**config.mk**
```make
export PLATFORM = sky130hd
export DESIGN_NAME = cpuTop
export DESIGN_NICKNAME = d
export VERILOG_FILES = /design/src/rtl/cpuPkg.sv /design/src/rtl/cpuLinks.sv /design/src/rtl/interruptArbiter.sv /design/src/rtl/fetchUnit.sv /design/src/rtl/sequencer.sv /design/src/rtl/executeUnit.sv /design/src/rtl/busUnit.sv /design/src/rtl/cpuTop.sv
export SDC_FILE = /design/constraint.sdc
export NUM_CORES = 1
export LEC_CHECK = 0
export BUFFER_PORTS_ARGS = -buffer_cell sky130_fd_sc_hd__buf_2
export CAP_MARGIN = 20
export CORE_ASPECT_RATIO = 1.2
export CORE_MARGIN = 2
export CORE_UTILIZATION = 36
export CTS_BUF_LIST = sky130_fd_sc_hd__clkbuf_8
export DETAILED_ROUTE_END_ITERATION = 7
export GPL_ROUTABILITY_DRIVEN = 1
export PLACE_DENSITY = 0.53
export SETUP_SLACK_MARGIN = 0.3
export SYNTH_ARGS = -nofsm -noshare
export SYNTH_HDL_FRONTEND = slang
export SYNTH_SLANG_ARGS = --single-unit
```
**constraint.sdc**
```tcl
create_clock -name CLK -period 9.5 [get_ports CLK]
set_input_delay 2.375 -clock CLK [delete_from_list [all_inputs] [get_ports CLK]]
set_output_delay 2.375 -clock CLK [all_outputs]
set_load 0.05 [all_outputs]
```
**src/rtl/cpuPkg.sv**
```systemverilog
`default_nettype none

package cpuPkg;

    // Datapath and interrupt sizing
    localparam int dataWidth = 8;
    localparam int irqCount = 3;

    // Reset values of the program counter and the working registers
    localparam logic [dataWidth-1:0] resetPc = '0;
    localparam logic [dataWidth-1:0] resetReg = '0;

    // Data bus parks here whenever no access is running
    localparam logic [dataWidth-1:0] idleBusAddr = 8'hFF;

    // Thread start vectors, entry 0 belongs to line 0
    localparam logic [irqCount-1:0][dataWidth-1:0] irqVector = {8'hFD, 8'hFE, 8'hFF};

    ////////////////////////////////////////////////////////////////////////////
    // Instruction encoding

    // Low nibble of every instruction byte
    typedef enum logic [3:0] {
        opLoadA  = 4'h0,
        opLoadB  = 4'h1,
        opStoreA = 4'h2,
        opStoreB = 4'h3,
        opMathA  = 4'h4,
        opMathB  = 4'h5,
        opBranch = 4'h6,
        opGoto   = 4'h7,
        opIdle   = 4'h8
    } opClass;

    // High nibble of a maths instruction
    typedef enum logic [3:0] {
        aluAdd         = 4'h0,
        aluSub         = 4'h1,
        aluAnd         = 4'h2,
        aluOr          = 4'h3,
        aluXor         = 4'h4,
        aluShiftLeftA  = 4'h5,
        aluShiftRightA = 4'h6,
        aluIncrementA  = 4'h7
    } aluOp;

    // High nibble of a branch, unsigned compare of A against B
    typedef enum logic [3:0] {
        condEqual       = 4'h0,
        condLessThan    = 4'h1,
        condGreaterThan = 4'h2,
        condNotEqual    = 4'h3
    } branchCond;

    typedef struct packed {
        aluOp   op;
        opClass cls;
    } mathFields;

    typedef struct packed {
        branchCond cond;
        opClass    cls;
    } branchFields;

    // Same byte, high nibble read as ALU op or as branch condition
    typedef union packed {
        mathFields   mathView;
        branchFields branchView;
    } instrWord;

    ////////////////////////////////////////////////////////////////////////////
    // Sequencer states, one chain per instruction class
    typedef enum logic [3:0] {
        seqChoose,
        seqLoadWait,
        seqLoadIssue,
        seqLoadStep,
        seqLoadTake,
        seqStoreStep,
        seqStoreIssue,
        seqMath,
        seqMathSettle,
        seqBranch,
        seqGotoWait,
        seqJumpLoad,
        seqJumpSettle,
        seqIdle,
        seqVectorWait,
        seqVectorLoad
    } seqState;

endpackage

`default_nettype wire

```
**src/rtl/cpuLinks.sv**
```systemverilog
`timescale 1ns/1ps
`default_nettype none

// Program counter commands
interface fetchLink import cpuPkg::*; ();
    logic                 operandSelect;
    logic                 stepOne;
    logic                 stepTwo;
    logic                 loadTarget;
    logic [dataWidth-1:0] targetAddr;

    modport driver (output operandSelect, stepOne, stepTwo, loadTarget, targetAddr);
    modport receiver (input operandSelect, stepOne, stepTwo, loadTarget, targetAddr);
endinterface

// Register writes and the branch result
interface execLink import cpuPkg::*; ();
    logic                 loadA;
    logic                 loadB;
    logic                 takeAlu;
    instrWord             instr;
    logic [dataWidth-1:0] memData;
    logic                 condTrue;

    modport driver (output loadA, loadB, takeAlu, instr, memData, input condTrue);
    modport receiver (input loadA, loadB, takeAlu, instr, memData, output condTrue);
endinterface

// Data memory access requests
interface busLink import cpuPkg::*; ();
    logic                 startRead;
    logic                 startWrite;
    logic                 writeFromB;
    logic [dataWidth-1:0] accessAddr;

    modport driver (output startRead, startWrite, writeFromB, accessAddr);
    modport receiver (input startRead, startWrite, writeFromB, accessAddr);
endinterface

`default_nettype wire

```
**src/rtl/interruptArbiter.sv**
```systemverilog
`timescale 1ns/1ps
`default_nettype none

module interruptArbiter import cpuPkg::*; (
    input  logic                 CLK,
    input  logic                 RESET,
    input  logic [irqCount-1:0]  IrqRaise,
    input  logic                 inIdle,
    output logic [irqCount-1:0]  IrqAck,
    output logic                 wake,
    output logic [dataWidth-1:0] vectorAddr
);

    logic [irqCount-1:0] grant;

    // Lowest raised index wins, so scan from the top down
    always_comb begin
        grant = '0;
        vectorAddr = '0;
        for (int i = irqCount - 1; i >= 0; i--) begin
            if (IrqRaise[i]) begin
                grant = '0;
                grant[i] = 1'b1;
                vectorAddr = irqVector[i];
            end
        end
    end

    // Raises are only seen while the sequencer sits in idle
    assign wake = inIdle && (|IrqRaise);

    // One-cycle ack, idle is left on the same edge
    always_ff @(posedge CLK) begin
        if (RESET) begin
            IrqAck <= '0;
        end else begin
            IrqAck <= wake ? grant : '0;
        end
    end

endmodule

`default_nettype wire

```
**src/rtl/fetchUnit.sv**
```systemverilog
`timescale 1ns/1ps
`default_nettype none

module fetchUnit import cpuPkg::*; (
    input  logic                 CLK,
    input  logic                 RESET,
    fetchLink.receiver           fetch,
    output logic [dataWidth-1:0] RomAddr
);

    logic [dataWidth-1:0] progCounter;
    logic                 operandOffset;

    ////////////////////////////////////////////////////////////////////////////
    // Program counter and operand offset

    always_ff @(posedge CLK) begin
        if (RESET) begin
            progCounter <= resetPc;
            operandOffset <= 1'b0;
        end else begin
            // Offset points at the operand byte for one cycle only
            operandOffset <= fetch.operandSelect;
            if (fetch.loadTarget) begin
                progCounter <= fetch.targetAddr;
            end else if (fetch.stepTwo) begin
                // Past opcode and operand
                progCounter <= progCounter + dataWidth'(2);
            end else if (fetch.stepOne) begin
                // Single-byte instruction
                progCounter <= progCounter + dataWidth'(1);
            end
        end
    end

    // ROM is registered, the byte shows up one cycle later
    assign RomAddr = progCounter + {{(dataWidth - 1){1'b0}}, operandOffset};

endmodule

`default_nettype wire

```
**src/rtl/sequencer.sv**
```systemverilog
`timescale 1ns/1ps
`default_nettype none

module sequencer import cpuPkg::*; (
    input  logic                 CLK,
    input  logic                 RESET,
    input  logic [dataWidth-1:0] RomData,
    input  logic [dataWidth-1:0] BusDataIn,
    input  logic                 wake,
    input  logic [dataWidth-1:0] vectorAddr,
    fetchLink.driver             fetch,
    execLink.driver              exec,
    busLink.driver               bus,
    output logic                 inIdle
);

    seqState  state;
    seqState  nextState;
    logic     selectB;
    logic     nextSelectB;
    instrWord romWord;

    assign romWord = RomData;

    // Opcode byte is still on the ROM output in the maths and branch states
    assign exec.instr = romWord;
    assign exec.memData = BusDataIn;

    assign inIdle = (state == seqIdle);

    always_ff @(posedge CLK) begin
        if (RESET) begin
            state <= seqChoose;
            selectB <= 1'b0;
        end else begin
            state <= nextState;
            selectB <= nextSelectB;
        end
    end

    ////////////////////////////////////////////////////////////////////////////
    // Next state and unit commands

    always_comb begin
        nextState = state;
        nextSelectB = selectB;
        fetch.operandSelect = 1'b0;
        fetch.stepOne = 1'b0;
        fetch.stepTwo = 1'b0;
        fetch.loadTarget = 1'b0;
        fetch.targetAddr = RomData;
        exec.loadA = 1'b0;
        exec.loadB = 1'b0;
        exec.takeAlu = 1'b0;
        bus.startRead = 1'b0;
        bus.startWrite = 1'b0;
        bus.writeFromB = selectB;
        bus.accessAddr = RomData;

        case (state)
            // Opcode byte valid, point the ROM at the operand
            seqChoose: begin
                fetch.operandSelect = 1'b1;
                nextSelectB = romWord.mathView.cls inside {opLoadB, opStoreB, opMathB};
                case (romWord.mathView.cls)
                    opLoadA, opLoadB: nextState = seqLoadWait;
                    opStoreA, opStoreB: nextState = seqStoreStep;
                    opMathA, opMathB: nextState = seqMath;
                    opBranch: nextState = seqBranch;
                    opGoto: nextState = seqGotoWait;
                    // Idle and unknown classes both park the processor
                    default: nextState = seqIdle;
                endcase
            end

            // Load chain
            seqLoadWait: nextState = seqLoadIssue;
            seqLoadIssue: begin
                // Operand byte is the data address
                bus.startRead = 1'b1;
                nextState = seqLoadStep;
            end
            seqLoadStep: begin
                fetch.stepTwo = 1'b1;
                nextState = seqLoadTake;
            end
            seqLoadTake: begin
                // Memory data arrived, next opcode is on its way
                exec.loadA = !selectB;
                exec.loadB = selectB;
                nextState = seqChoose;
            end

            // Store chain
            seqStoreStep: begin
                fetch.stepTwo = 1'b1;
                nextState = seqStoreIssue;
            end
            seqStoreIssue: begin
                bus.startWrite = 1'b1;
                nextState = seqChoose;
            end

            // ALU result written in one go
            seqMath: begin
                exec.takeAlu = 1'b1;
                exec.loadA = !selectB;
                exec.loadB = selectB;
                fetch.stepOne = 1'b1;
                nextState = seqMathSettle;
            end
            seqMathSettle: nextState = seqChoose;

            // Branch and goto
            seqBranch: begin
                if (exec.condTrue) begin
                    nextState = seqJumpLoad;
                end else begin
                    // Skip the target byte
                    fetch.stepTwo = 1'b1;
                    nextState = seqJumpSettle;
                end
            end
            seqGotoWait: nextState = seqJumpLoad;
            seqJumpLoad: begin
                fetch.loadTarget = 1'b1;
                nextState = seqJumpSettle;
            end
            // New address is presented, wait for its byte
            seqJumpSettle: nextState = seqChoose;

            // Thread start
            seqIdle: begin
                if (wake) begin
                    fetch.loadTarget = 1'b1;
                    fetch.targetAddr = vectorAddr;
                    nextState = seqVectorWait;
                end
            end
            seqVectorWait: nextState = seqVectorLoad;
            seqVectorLoad: begin
                // Vector byte holds the thread start address
                fetch.loadTarget = 1'b1;
                nextState = seqJumpSettle;
            end

            default: nextState = seqChoose;
        endcase
    end

endmodule

`default_nettype wire

```
**src/rtl/executeUnit.sv**
```systemverilog
`timescale 1ns/1ps
`default_nettype none

module executeUnit import cpuPkg::*; (
    input  logic                 CLK,
    input  logic                 RESET,
    execLink.receiver            exec,
    output logic [dataWidth-1:0] regA,
    output logic [dataWidth-1:0] regB
);

    logic [dataWidth-1:0] aluResult;
    logic [dataWidth-1:0] writeData;

    ////////////////////////////////////////////////////////////////////////////
    // ALU, operation from the maths view of the opcode

    always_comb begin
        case (exec.instr.mathView.op)
            aluAdd: aluResult = regA + regB;
            aluSub: aluResult = regA - regB;
            aluAnd: aluResult = regA & regB;
            aluOr: aluResult = regA | regB;
            aluXor: aluResult = regA ^ regB;
            // Shifts and increment only use A
            aluShiftLeftA: aluResult = regA << 1;
            aluShiftRightA: aluResult = regA >> 1;
            aluIncrementA: aluResult = regA + dataWidth'(1);
            default: aluResult = regA;
        endcase
    end

    // Branch compare, unsigned
    always_comb begin
        case (exec.instr.branchView.cond)
            condEqual: exec.condTrue = (regA == regB);
            condLessThan: exec.condTrue = (regA < regB);
            condGreaterThan: exec.condTrue = (regA > regB);
            condNotEqual: exec.condTrue = (regA != regB);
            default: exec.condTrue = 1'b0;
        endcase
    end

    // Loads take memory data, maths takes the ALU
    assign writeData = exec.takeAlu ? aluResult : exec.memData;

    always_ff @(posedge CLK) begin
        if (RESET) begin
            regA <= resetReg;
            regB <= resetReg;
        end else begin
            if (exec.loadA) begin
                regA <= writeData;
            end
            if (exec.loadB) begin
                regB <= writeData;
            end
        end
    end

endmodule

`default_nettype wire

```
**src/rtl/busUnit.sv**
```systemverilog
`timescale 1ns/1ps
`default_nettype none

module busUnit import cpuPkg::*; (
    input  logic                 CLK,
    input  logic                 RESET,
    busLink.receiver             bus,
    input  logic [dataWidth-1:0] regA,
    input  logic [dataWidth-1:0] regB,
    output logic [dataWidth-1:0] BusAddr,
    output logic [dataWidth-1:0] BusDataOut,
    output logic                 BusWe
);

    // Address held for one cycle, then back to the park value
    always_ff @(posedge CLK) begin
        if (RESET) begin
            BusAddr <= idleBusAddr;
            BusWe <= 1'b0;
        end else begin
            BusWe <= bus.startWrite;
            if (bus.startRead || bus.startWrite) begin
                BusAddr <= bus.accessAddr;
            end else begin
                BusAddr <= idleBusAddr;
            end
        end
    end

    // Write data lines up with the strobe
    always_ff @(posedge CLK) begin
        if (bus.startWrite) begin
            BusDataOut <= bus.writeFromB ? regB : regA;
        end
    end

endmodule

`default_nettype wire

```
**src/rtl/cpuTop.sv**
```systemverilog
`timescale 1ns/1ps
`default_nettype none

module cpuTop import cpuPkg::*; (
    input  logic                 CLK,
    input  logic                 RESET,
    input  logic [dataWidth-1:0] RomData,
    input  logic [dataWidth-1:0] BusDataIn,
    input  logic [irqCount-1:0]  IrqRaise,
    output logic [dataWidth-1:0] RomAddr,
    output logic [dataWidth-1:0] BusAddr,
    output logic [dataWidth-1:0] BusDataOut,
    output logic                 BusWe,
    output logic [irqCount-1:0]  IrqAck
);

    logic                 inIdle;
    logic                 wake;
    logic [dataWidth-1:0] vectorAddr;
    logic [dataWidth-1:0] regA;
    logic [dataWidth-1:0] regB;

    ////////////////////////////////////////////////////////////////////////////
    // Links around the sequencer

    fetchLink i_fetchLink ();
    execLink  i_execLink ();
    busLink   i_busLink ();

    interruptArbiter i_interruptArbiter (
        .CLK(CLK),
        .RESET(RESET),
        .IrqRaise(IrqRaise),
        .inIdle(inIdle),
        .IrqAck(IrqAck),
        .wake(wake),
        .vectorAddr(vectorAddr)
    );

    fetchUnit i_fetchUnit (
        .CLK(CLK),
        .RESET(RESET),
        .fetch(i_fetchLink.receiver),
        .RomAddr(RomAddr)
    );

    sequencer i_sequencer (
        .CLK(CLK),
        .RESET(RESET),
        .RomData(RomData),
        .BusDataIn(BusDataIn),
        .wake(wake),
        .vectorAddr(vectorAddr),
        .fetch(i_fetchLink.driver),
        .exec(i_execLink.driver),
        .bus(i_busLink.driver),
        .inIdle(inIdle)
    );

    executeUnit i_executeUnit (
        .CLK(CLK),
        .RESET(RESET),
        .exec(i_execLink.receiver),
        .regA(regA),
        .regB(regB)
    );

    // Store data comes straight from the registers
    busUnit i_busUnit (
        .CLK(CLK),
        .RESET(RESET),
        .bus(i_busLink.receiver),
        .regA(regA),
        .regB(regB),
        .BusAddr(BusAddr),
        .BusDataOut(BusDataOut),
        .BusWe(BusWe)
    );

endmodule

`default_nettype wire

```
# Word-level counts from Yosys, hierarchy flattened
# Memory sizes are Yosys's and may differ from the RTL's.
# Cells that the tools add are included.
# word_totals
regBits,50
latchBits,0
ramBits,0
rom_bits,32
inputBits,21
output_inout_bits,28
word_cells,99
memories,1
# mem_list
memory,words,width,read_ports,rd_clocked_by_memory_dff,write_ports,line_no,text
(name not given),8,4,1,0,0,sequencer.sv:65,case (romWord.mathView.cls)
# op_classes
addsub,6
mul,0
div,0
n_lt_le_gt_ge,2
eq_ne,28
shifts,0
mux,29
n_bitwise,5
n_reduce_logical,16
# op_table
op,n
two-way mux 8 bit,10
one-hot mux 8 bit (8 select lines),1
one-hot mux 4 bit (12 select lines),1
equality test 4 x 3 -> 1 bit (second input constant),9
equality test 4 bit (second input constant),8
equality test 4 x 2 -> 1 bit (second input constant),5
adder 8 x 1 -> 8 bit (second input constant),2
equality test 4 x 1 -> 1 bit (second input constant),3
OR reduction 2 bit,5
two-way mux 1 bit,9
adder 8 x 1 -> 8 bit,1
adder 8 x 2 -> 8 bit (second input constant),1
adder 8 bit,1
bitwise AND 8 bit,1
equality test 8 bit,1
greater-than comparator 8 bit,1
logical NOT 4 bit,2
< comparator 8 bit,1
two-way mux 4 bit,2
!= test 8 bit,1
bitwise OR 8 bit,1
OR reduction 4 bit,2
subtractor 8 bit,1
XOR 8 bit,1
other kinds (11),16

# Longest topological paths before layout
# Gate-level depths: netlist (run 1).
# depth
depth_word,6
ltp_mapped,14
mapped_depth_nobuf,11

# Cells and area by module
# Synthesis (run 1) repeated with hierarchy kept, for this count alone.
# unflattened
hier_cells,514
area_unflattened_um2,4440.5
# modules_own_cells
module,instances,cells_per_inst,area_per_inst_um2
executeUnit,1,286,2224.6
sequencer,1,91,733.2
fetchUnit,1,84,699.4
busUnit,1,36,614.3
interruptArbiter,1,17,168.9

# Least setup slack after synthesis (run 1)
# No wires, ideal clock.
# synth_timing
kind,in2reg
startpoint,in RomData[4]
endpoint,reg i_executeUnit.regA[5]
arrival_time_ps,5081
required_ps,9365
slack_ps,4284
cell_stages,12
path_buffers,3
cell_sequence,clkbuf_1 > buf_2 > buf_2 > nand4b_1 > and2_1 > ha_1 > a21oi_1 > o211ai_1 > or3_1 > and3_1 > a2111oi_0 > o41ai_1
# synth_via
elab_chain_len,3
# synth_lines
item,line_no,text
start: declaration,cpuTop.sv:7,"input logic [dataWidth-1:0] RomData,"
equality test 4 x 3 -> 1 bit (tied with other cells),executeUnit.sv:19,case (exec.instr.mathView.op)
one-hot mux 8 bit (8 select lines) *,executeUnit.sv:19,
two-way mux 8 bit *,executeUnit.sv:45,assign writeData = exec.takeAlu ? aluResult : exec.memData;
end signal: assignment,executeUnit.sv:49,regA <= resetReg;
end signal: assignment,executeUnit.sv:53,regA <= writeData;
end: declaration,executeUnit.sv:8,"output logic [dataWidth-1:0] regA,"
# Mark *: on every way between the ends. The rest lies on a longest branch, timed or not.
# A chain may end at the register's enable or synchronous reset.

# Worst setup path after layout (run 1)
# layout_timing
startpoint,in RomData[4]
endpoint,reg i_executeUnit.regB[5]
# layout_via
elab_chain_len,3
# layout_lines
item,line_no,text
equality test 4 x 3 -> 1 bit (tied with other cells),executeUnit.sv:19,
one-hot mux 8 bit (8 select lines) *,executeUnit.sv:19,
two-way mux 8 bit *,executeUnit.sv:45,
end signal: assignment,executeUnit.sv:50,regB <= resetReg;
end signal: assignment,executeUnit.sv:56,regB <= writeData;
end: declaration,executeUnit.sv:9,output logic [dataWidth-1:0] regB
# Marked as above.

==> results of run 1 <==
[worst max-delay path: cells and delay by family]
kind,cells,cell delay (ns)
buf+inv,1,0.48
fa+ha+maj,1,0.28
compound gates,4,1.08
simple gates,4,1.28
[cells in the final DEF, fill, tap and decap left out, types with 3 or more instances in the layout]
cell / count
nor2b_1: 10
a21oi_1: 37
nor2_1: 48
a211oi_1: 16
a2111oi_0: 3
dfxtp_1: 42
buf_2: 48
nand3_1: 18
o21ai_0: 26
ha_1: 36
a221oi_1: 6
a311oi_2: 3
nor3_1: 17
xnor2_1: 12
nand4b_1: 5
inv_1: 30
and2_1: 9
a21o_1: 3
nand2_1: 35
and3_1: 6
nand4_1: 3
o211ai_1: 4
o41ai_1: 3
nor3b_1: 3
a211o_1: 5
nand3b_1: 4
a31oi_1: 11
edfxtp_1: 8
mux2i_1: 6
o21bai_1: 5
mux2_2: 6
o21ai_1: 4
nand2b_1: 20
clkbuf_8: 5
xor2_1: 5
[routing by layer]
layer / vias up / share of wire [%] / global-route usage (%)
li1: 1958 / - / -
met1: 1922 / 44 / 25.8
met2: 95 / 50 / 35.6
met3: 19 / 3.0 / 2.75
met4: 0 / 2.5 / 8.92
met5: - / 0 / 0
[state kept, by name, indices dropped and copies added, names as in the netlist]
register	count
i_busUnit.BusAddr	8
i_busUnit.BusDataOut	8
i_busUnit.BusWe	1
i_executeUnit.regA	8
i_executeUnit.regB	8
i_fetchUnit.operandOffset	1
i_fetchUnit.progCounter	8
i_interruptArbiter.IrqAck	3
i_sequencer.bus.writeFromB	1
i_sequencer.state	4
[worst paths after layout]
path	startpoint	end	cells past startpoint
worst max-delay path	RomData[4]	i_executeUnit.regB[5]	10
worst min-delay path	i_executeUnit.regB[6]	i_executeUnit.regB[6]	2
worst min register to register	i_executeUnit.regB[6]	i_executeUnit.regB[6]	2
worst max register to register	i_executeUnit.regA[0]	i_fetchUnit.progCounter[2]	11
[kinds of logic after synthesis]
group                      share of synthesized area, %
DFF                                                26.1
AOI/OAI and AO/OA                                  26.0
and+or+nand+nor                                    23.8
adders and majority gates                          11.8
xor gates and xnor gates                           3.59
buffers and inverters                              5.64
muxes                                              3.08
[layout make-up]
class	count	share of cell area (%)
multi-input combinational	411	62.0
tap	154	4.22
clock buffer	5	1.51
sequential	50	23.7
clock inverter	3	0.630
timing repair buffer	49	5.51
inverter	30	2.47
[report_power, final]
group | internal, mW | switching [mW]
combinational | 0.193 | 0.329
sequential | 0.256 | 0.0792
clock | 0.0553 | 0.0863
total | 0.505 | 0.495
==> flow_metrics.env, run 1 <==
export IMPL_status="completed"
export IMPL_synth_main_ff_cell="dfxtp_1"
export IMPL_endpoint_kind="flop"
export IMPL_placedCellCount=693
export IMPL_finalInstanceArea_um2=4570
export IMPL_hold_viol=0
export IMPL_start_kind="input pin"
export IMPL_cts_setup_buffers=0
export IMPL_synth_seq_cells=50
export IMPL_grt_usage_pct=20.8
export IMPL_post_route_period_util_pct=56.0
export IMPL_fmaxAchievable_mhz=188
export IMPL_gp_congestion=0.894
export IMPL_drtAntennaViolNets=0
export IMPL_ctsHoldBuffers=0
export IMPL_core_area_um2=11100
export IMPL_finalNetCount=606
export IMPL_vdd_drop_max_v=0.0000883
export IMPL_numClockSinks=50
export IMPL_port_buffers=48
export IMPL_setup_tns_final_ns=0
export IMPL_io_pins=49
export IMPL_first_iter_violations=253
export IMPL_skew_ns=0.0119
export IMPL_dp_hpwl_um=8880
export IMPL_mappedNetlistArea_um2=4150
export IMPL_die_x_um=102
export IMPL_critPathRequiredTime_ns=9.68
export IMPL_syn_mean_instance_area_um2=7.98
export IMPL_slowest_delay_ns=0.57
export IMPL_gr_total_overflow=0
export IMPL_clk_path_buf_depth=2
export IMPL_multi_input_area_um2=2830
export IMPL_insertion_delay_ns=0.33
export IMPL_setup_violations=0
export IMPL_synth_edff_count=8
export IMPL_placed_area_um2=4460
export IMPL_num_vias=3994
export IMPL_fp_dieH_um=122
export IMPL_p_leak_nw=1.77
export IMPL_synthTopCellsByArea="dfxtp_1, ha_1, edfxtp_1"
export IMPL_syn_inst=520
export IMPL_async_reset_ff_share_pct=0
export IMPL_slowest_stage="a2111oi_0"
export IMPL_grt_pass1_wl_um=20200
export IMPL_yosysTopAreaCell="dfxtp_1"
export IMPL_report_power_total_mw=0.999
export IMPL_hp_class="flop to flop"
export IMPL_rows=42
export IMPL_fin_util_pct=41.0
export IMPL_powerDensity_nw_per_um2=219
export IMPL_route_detailed_drc=0
export IMPL_min_period_ns=5.32
export IMPL_syn_nets=579
export IMPL_seq_area_um2=1080
export IMPL_via_per_inst=5.69
export IMPL_finalMaxSlewViolations=0
export IMPL_cap_violations=0
export IMPL_antenna_found_initial=0
export IMPL_n_antenna_cell=0
export IMPL_rsz0062_at_grt="no"
export IMPL_post_drt_wl_per_cell_um=17.8
export IMPL_worstSetupPathType="input pin to flop"
export IMPL_yosysMostFrequentCell="nor2_1"
export IMPL_setup_ws_ns=4.18
export IMPL_dp_slack_ns=3.88
export IMPL_crit_chain="buf_2 -> nand4b_1 -> and2_1 -> ha_1 -> a21oi_1 -> o211ai_1 -> or3_1 -> and3_1 -> a2111oi_0 -> o41ai_1"
export IMPL_grt_pass1_vias=3842
export IMPL_cts_root_buffer="clkbuf_8"
export IMPL_critical_path_arrival_ns=5.50
export IMPL_clkTransAtPathRegs_ns=0.10
export IMPL_tightest_slew_ns=1.03
export IMPL_cts_buffers=5
export IMPL_area_growth_pct=10.1
export IMPL_cp_max_fo=32
export IMPL_cts_tree="built"
export IMPL_htree_levels=2
export IMPL_finalWirelength_um=12500
export IMPL_timing_hold_ws_ns=0.533
export IMPL_grt_max_degree=38
export IMPL_initial_core_util_pct=37.2
export IMPL_synth_top_area_share_pct=20.3
export IMPL_synth_warnings=0
export IMPL_slew_headroom_pct=31.2
export IMPL_firstDrtPassIters=5
export IMPL_dieArea_um2=12400
export IMPL_cts_resized_gates=0
export IMPL_synth_distinct_cells=69
export IMPL_fin_cells=702
export IMPL_yosysSeqAreaShare_pct=26.1
export IMPL_drive_above_1_share_pct=13.3
export IMPL_num_fill_cells=1186
export IMPL_synthTopCellsByCount="nor2_1, dfxtp_1, a21oi_1, ha_1, nand2_1"
export IMPL_r2r_setup_slack_ns=6.30
Note: power is estimated with default switching activity, not from simulation.
==> inputs of run 2 (changes only) <==
- clock period: 9.5 -> 4.95 ns (I/O delays scaled with it)
==> flow_metrics.env, run 2 (synthesis gave the netlist of run 1 again) <==
export IMPL_start_kind="input pin"
export IMPL_setup_tns_final_ns=0
export IMPL_p_sw_mw=0.943
export IMPL_status="completed"
export IMPL_drtAntennaViolNets=0
export IMPL_pwr_share_seq_pct=33.6
export IMPL_ctsHoldBuffers=0
export IMPL_seq_area_um2=1080
export IMPL_port_buffers=48
export IMPL_report_power_total_mw=1.91
export IMPL_fmaxAchievable_mhz=250
export IMPL_grt_pass1_wl_um=20200
export IMPL_hp_class="flop to flop"
export IMPL_clk_path_buf_depth=2
export IMPL_post_drt_wl_per_cell_um=17.7
export IMPL_r2r_setup_slack_ns=1.71
export IMPL_final_cell_mix="nor2_1, buf_2, dfxtp_1"
export IMPL_finalNetCount=609
export IMPL_r2r_start="i_executeUnit.regA[0]"
export IMPL_endpoint_kind="flop"
export IMPL_clock_power_share_pct=14.2
export IMPL_initial_core_util_pct=37.2
export IMPL_drive_above_1_share_pct=13.8
export IMPL_htree_levels=2
export IMPL_cap_violations=0
export IMPL_hold_path_startpoint="i_executeUnit.regB[6]"
export IMPL_n_antenna_cell=0
export IMPL_grt_usage_pct=20.8
export IMPL_fp_dieH_um=122
export IMPL_grt_pass1_vias=3841
export IMPL_p_sw_share_pct=49.3
export IMPL_multi_input_area_um2=2830
export IMPL_min_path_cells=2
export IMPL_fin_util_pct=41.2
export IMPL_io_pins=49
export IMPL_first_iter_violations=246
export IMPL_cts_buffers=5
export IMPL_finalWirelength_um=12500
export IMPL_numClockSinks=50
export IMPL_vdd_drop_max_v=0.000165
export IMPL_insertion_delay_ns=0.32
export IMPL_cts_resized_gates=0
export IMPL_core_area_um2=11100
export IMPL_power_frac_comb_pct=52.2
export IMPL_ff2ff_path_depth=11
export IMPL_tightest_slew_ns=0.964
export IMPL_firstDrtPassIters=4
export IMPL_post_route_period_util_pct=80.8
export IMPL_critPathRequiredTime_ns=5.14
export IMPL_p_leak_nw=1.78
export IMPL_area_growth_pct=10.7
export IMPL_num_fill_cells=1207
export IMPL_rsz0062_at_grt="no"
export IMPL_gp_congestion=0.923
export IMPL_hold_viol=0
export IMPL_intPower_mw=0.968
export IMPL_antenna_found_initial=0
export IMPL_dp_hpwl_um=9010
export IMPL_min_period_ns=4.00
export IMPL_via_per_inst=5.68
export IMPL_powerDensity_nw_per_um2=416
export IMPL_cts_tree="built"
export IMPL_critical_path_arrival_ns=4.19
export IMPL_gr_total_overflow=0
export IMPL_cp_max_fo=20
export IMPL_finalMaxSlewViolations=0
export IMPL_cts_root_buffer="clkbuf_8"
export IMPL_clkTransAtPathRegs_ns=0.11
export IMPL_cts_setup_buffers=0
export IMPL_die_x_um=102
export IMPL_holdPathEnd="i_executeUnit.regB[6]"
export IMPL_skew_ns=0.00746
export IMPL_worstSetupPathType="input pin to flop"
export IMPL_dieArea_um2=12400
export IMPL_slew_headroom_pct=35.5
export IMPL_num_vias=4003
export IMPL_rows=42
export IMPL_setup_violations=0
export IMPL_timing_hold_ws_ns=0.524
export IMPL_route_detailed_drc=0
export IMPL_grt_max_degree=38
export IMPL_r2r_end="i_fetchUnit.progCounter[1]"
run 2: worst max path at each step:
stage                                  to        from  slack (ns)  cells after the start
floorplan           i_executeUnit.regA[5]  RomData[4]        0.87                     12
global placement    i_executeUnit.regB[5]  RomData[5]        0.76                     10
detailed placement  i_executeUnit.regA[5]  RomData[5]        0.61                     10
CTS                 i_executeUnit.regA[5]  RomData[5]        0.94                     10
global route        i_executeUnit.regB[5]  RomData[5]        0.72                     10
finish              i_executeUnit.regA[5]  RomData[5]        0.95                     10
run 2: routing by layer:
metal	up-vias	GRT usage, %	wire length (um)	part of all wire [%]
met1	1900	26.7	5190	42
met2	114	36.0	6440	51
met5	-	0	0	0
met3	15	2.18	621	5.0
li1	1974	-	-	-
met4	0	7.50	252	2.0
run 2: cell type report:
type	instances	area share [%]
Sequential cell	50	23.5
Multi-Input combinational cell	411	61.7
Inverter	30	2.45
Tap cell	154	4.20
Clock buffer	5	1.50
Timing Repair Buffer	52	5.97
Clock inverter	3	0.627
run 2: metrics by stage:
step,setup WS (ns),instance area [um^2],cells
5_1_grt,0.715,4590,705
4_1_cts,0.944,4590,705
6_report,0.950,4590,705
3_5_place_dp,0.607,4490,697
3_3_place_gp,0.757,4480,696
2_1_floorplan,0.872,4150,520
run 2: worst max-delay path, cell delays in order:
cell       delay [ns]
buf_2            0.34
nand4b_1         0.41
and2_1           0.34
ha_1             0.27
a21oi_1          0.17
o211ai_1         0.18
or3_1            0.32
and3_1           0.17
a2111oi_0        0.58
o41ai_1          0.14
run 2: power groups by stage:
stage	clock network [mW]	logic, mW	registers [mW]
6_report	0.272	0.997	0.642
5_1_grt	0.296	1.10	0.665
4_1_cts	0.281	0.999	0.643
3_5_place_dp	0	0.995	0.652
3_3_place_gp	0	0.988	0.653
2_1_floorplan	0	0.813	0.596
==> inputs of run 3 (changes only) <==
- PLACE_DENSITY: 0.53 -> 0.55
- clock period: 4.95 -> 3.5 ns (I/O delays scaled with it)
==> flow_metrics.env, run 3 (synthesis gave the netlist of run 1 again) <==
export IMPL_firstDrtPassIters=5
export IMPL_cp_max_fo=5
export IMPL_worstSetupEndpoint="i_fetchUnit.progCounter[4]"
export IMPL_p_sw_share_pct=49.6
export IMPL_vdd_drop_max_v=0.000240
export IMPL_n_antenna_cell=0
export IMPL_die_x_um=102
export IMPL_cts_tree="built"
export IMPL_grt_usage_pct=21.4
export IMPL_numClockSinks=50
export IMPL_port_buffers=48
export IMPL_grt_pass1_wl_um=20800
export IMPL_power_frac_comb_pct=55.0
export IMPL_insertion_delay_ns=0.33
export IMPL_slew_headroom_pct=37.1
export IMPL_rows=42
export IMPL_io_pins=49
export IMPL_dieArea_um2=12400
export IMPL_worstSetupPathType="flop to flop"
export IMPL_fin_util_pct=42.7
export IMPL_hp_class="flop to flop"
export IMPL_powerDensity_nw_per_um2=594
export IMPL_rsz0062_at_grt="yes"
export IMPL_p_leak_nw=1.87
export IMPL_r2r_setup_slack_ns=0.43
export IMPL_clk_path_buf_depth=2
export IMPL_final_cell_mix="nor2_1, buf_2, dfxtp_1"
export IMPL_skew_ns=0.00299
export IMPL_dp_hpwl_um=9490
export IMPL_clock_power_share_pct=13.8
export IMPL_min_path_cells=2
export IMPL_pwr_share_seq_pct=31.2
export IMPL_setup_violations=0
export IMPL_slowest_delay_ns=0.42
export IMPL_htree_levels=2
export IMPL_critPathRequiredTime_ns=3.75
export IMPL_cts_buffers=5
export IMPL_ff2ff_path_depth=11
export IMPL_hold_viol=0
export IMPL_finalInstanceArea_um2=4750
export IMPL_post_drt_wl_per_cell_um=18.2
export IMPL_critical_path_arrival_ns=3.32
export IMPL_drtAntennaViolNets=0
export IMPL_start_kind="flop"
export IMPL_placed_area_um2=4610
export IMPL_ctsHoldBuffers=0
export IMPL_grt_max_degree=25
export IMPL_num_vias=4114
export IMPL_finalNetCount=623
export IMPL_crit_chain="inv_1 -> ha_1 -> inv_1 -> fa_1 -> nor3b_2 -> o311a_1 -> a31oi_2 -> a31oi_2 -> o2111a_1 -> a211o_1 -> a311oi_2"
export IMPL_finalWirelength_um=13100
export IMPL_gp_congestion=0.852
export IMPL_gr_total_overflow=0
export IMPL_crit_start="i_executeUnit.regA[0]"
export IMPL_clkTransAtPathRegs_ns=0.11
export IMPL_status="completed"
export IMPL_route_detailed_drc=0
export IMPL_r2r_start="i_executeUnit.regA[0]"
export IMPL_fp_dieH_um=122
export IMPL_core_area_um2=11100
export IMPL_antenna_found_initial=0
export IMPL_tightest_slew_ns=0.940
export IMPL_initial_core_util_pct=37.2
export IMPL_grt_pass1_vias=4005
export IMPL_endpoint_kind="flop"
export IMPL_first_iter_violations=216
export IMPL_p_sw_mw=1.40
export IMPL_setup_tns_final_ns=0
export IMPL_intPower_mw=1.42
export IMPL_slowest_stage="fa_1"
export IMPL_cap_violations=0
export IMPL_via_per_inst=5.72
export IMPL_min_period_ns=3.07
export IMPL_area_growth_pct=14.6
export IMPL_post_route_period_util_pct=87.6
export IMPL_r2r_end="i_fetchUnit.progCounter[4]"
export IMPL_drive_above_1_share_pct=17.7
export IMPL_fmaxAchievable_mhz=326
export IMPL_finalMaxSlewViolations=0
export IMPL_cts_root_buffer="clkbuf_8"
run 3: changes by cell type in the layout (fill, tap and decap cells not counted), moves of 2 or more:
cell     delta
buf_4      +15
inv_6       +2
a31oi_2     +2
a31oi_1     -2
run 3: critical path: cells and delay by family, from the launching register on:
| family | cells | cell delay [ns] |
|---|---|---|
| AOI/OAI and AO/OA | 6 | 1.58 |
| adders and majority gates | 2 | 0.61 |
| buffers and inverters | 2 | 0.19 |
| DFF | 1 | 0.38 |
| and+or+nand+nor | 1 | 0.22 |
run 3: cell type report:
type / count / area, um^2
sequential: 50 / 1080
timing repair buffer: 66 / 375
clock inverter: 3 / 26.3
inverter: 30 / 113
tap: 154 / 193
fill: 1154 / 6390
clock buffer: 5 / 68.8
multi-input combinational: 411 / 2900
run 3: power by group through the flow:
stage          Combinational, mW  Clock, mW  Sequential [mW]
5_1_grt                     1.70      0.421            0.905
2_1_floorplan               1.16          0            0.845
3_5_place_dp                1.49          0            0.890
4_1_cts                     1.50      0.400            0.877
6_report                    1.55      0.388            0.881
3_3_place_gp                1.47          0            0.888
run 3: what timing repair did:
action	CTS	global route
setup buffers	0	2
endpoints found under the setup margin	0	11
resized for setup	0	6
run 3: per-layer routing:
| metal | global-route usage (%) | share of wire (%) | vias up |
|---|---|---|---|
| li1 | - | - | 2000 |
| met1 | 26.0 | 42 | 1964 |
| met2 | 38.2 | 51 | 120 |
| met3 | 3.33 | 3.9 | 30 |
| met4 | 7.33 | 2.7 | 0 |
| met5 | 0 | 0 | - |
run 3: worst min-delay path by stage:
stage | startpoint | endpoint | slack (ns)
5_1_grt | i_executeUnit.regB[6] | i_executeUnit.regB[6] | 0.60
6_report | i_executeUnit.regB[4] | i_executeUnit.regB[4] | 0.57
2_1_floorplan | i_executeUnit.regB[4] | i_executeUnit.regB[4] | 0.47
4_1_cts | i_executeUnit.regB[4] | i_executeUnit.regB[4] | 0.56
3_3_place_gp | i_fetchUnit.progCounter[7] | i_fetchUnit.progCounter[7] | 0.53
3_5_place_dp | i_executeUnit.regB[4] | i_executeUnit.regB[4] | 0.54
run 3: stage by stage:
stage,worst slack (ns),std cells,hold WS (ns),power [mW]
6_report,0.433,719,0.568,2.82
5_1_grt,0.262,719,0.602,3.03
4_1_cts,0.335,717,0.562,2.78
3_5_place_dp,0.0760,709,0.543,2.38
3_3_place_gp,0.258,709,0.528,2.36
2_1_floorplan,0.311,520,0.474,2.01
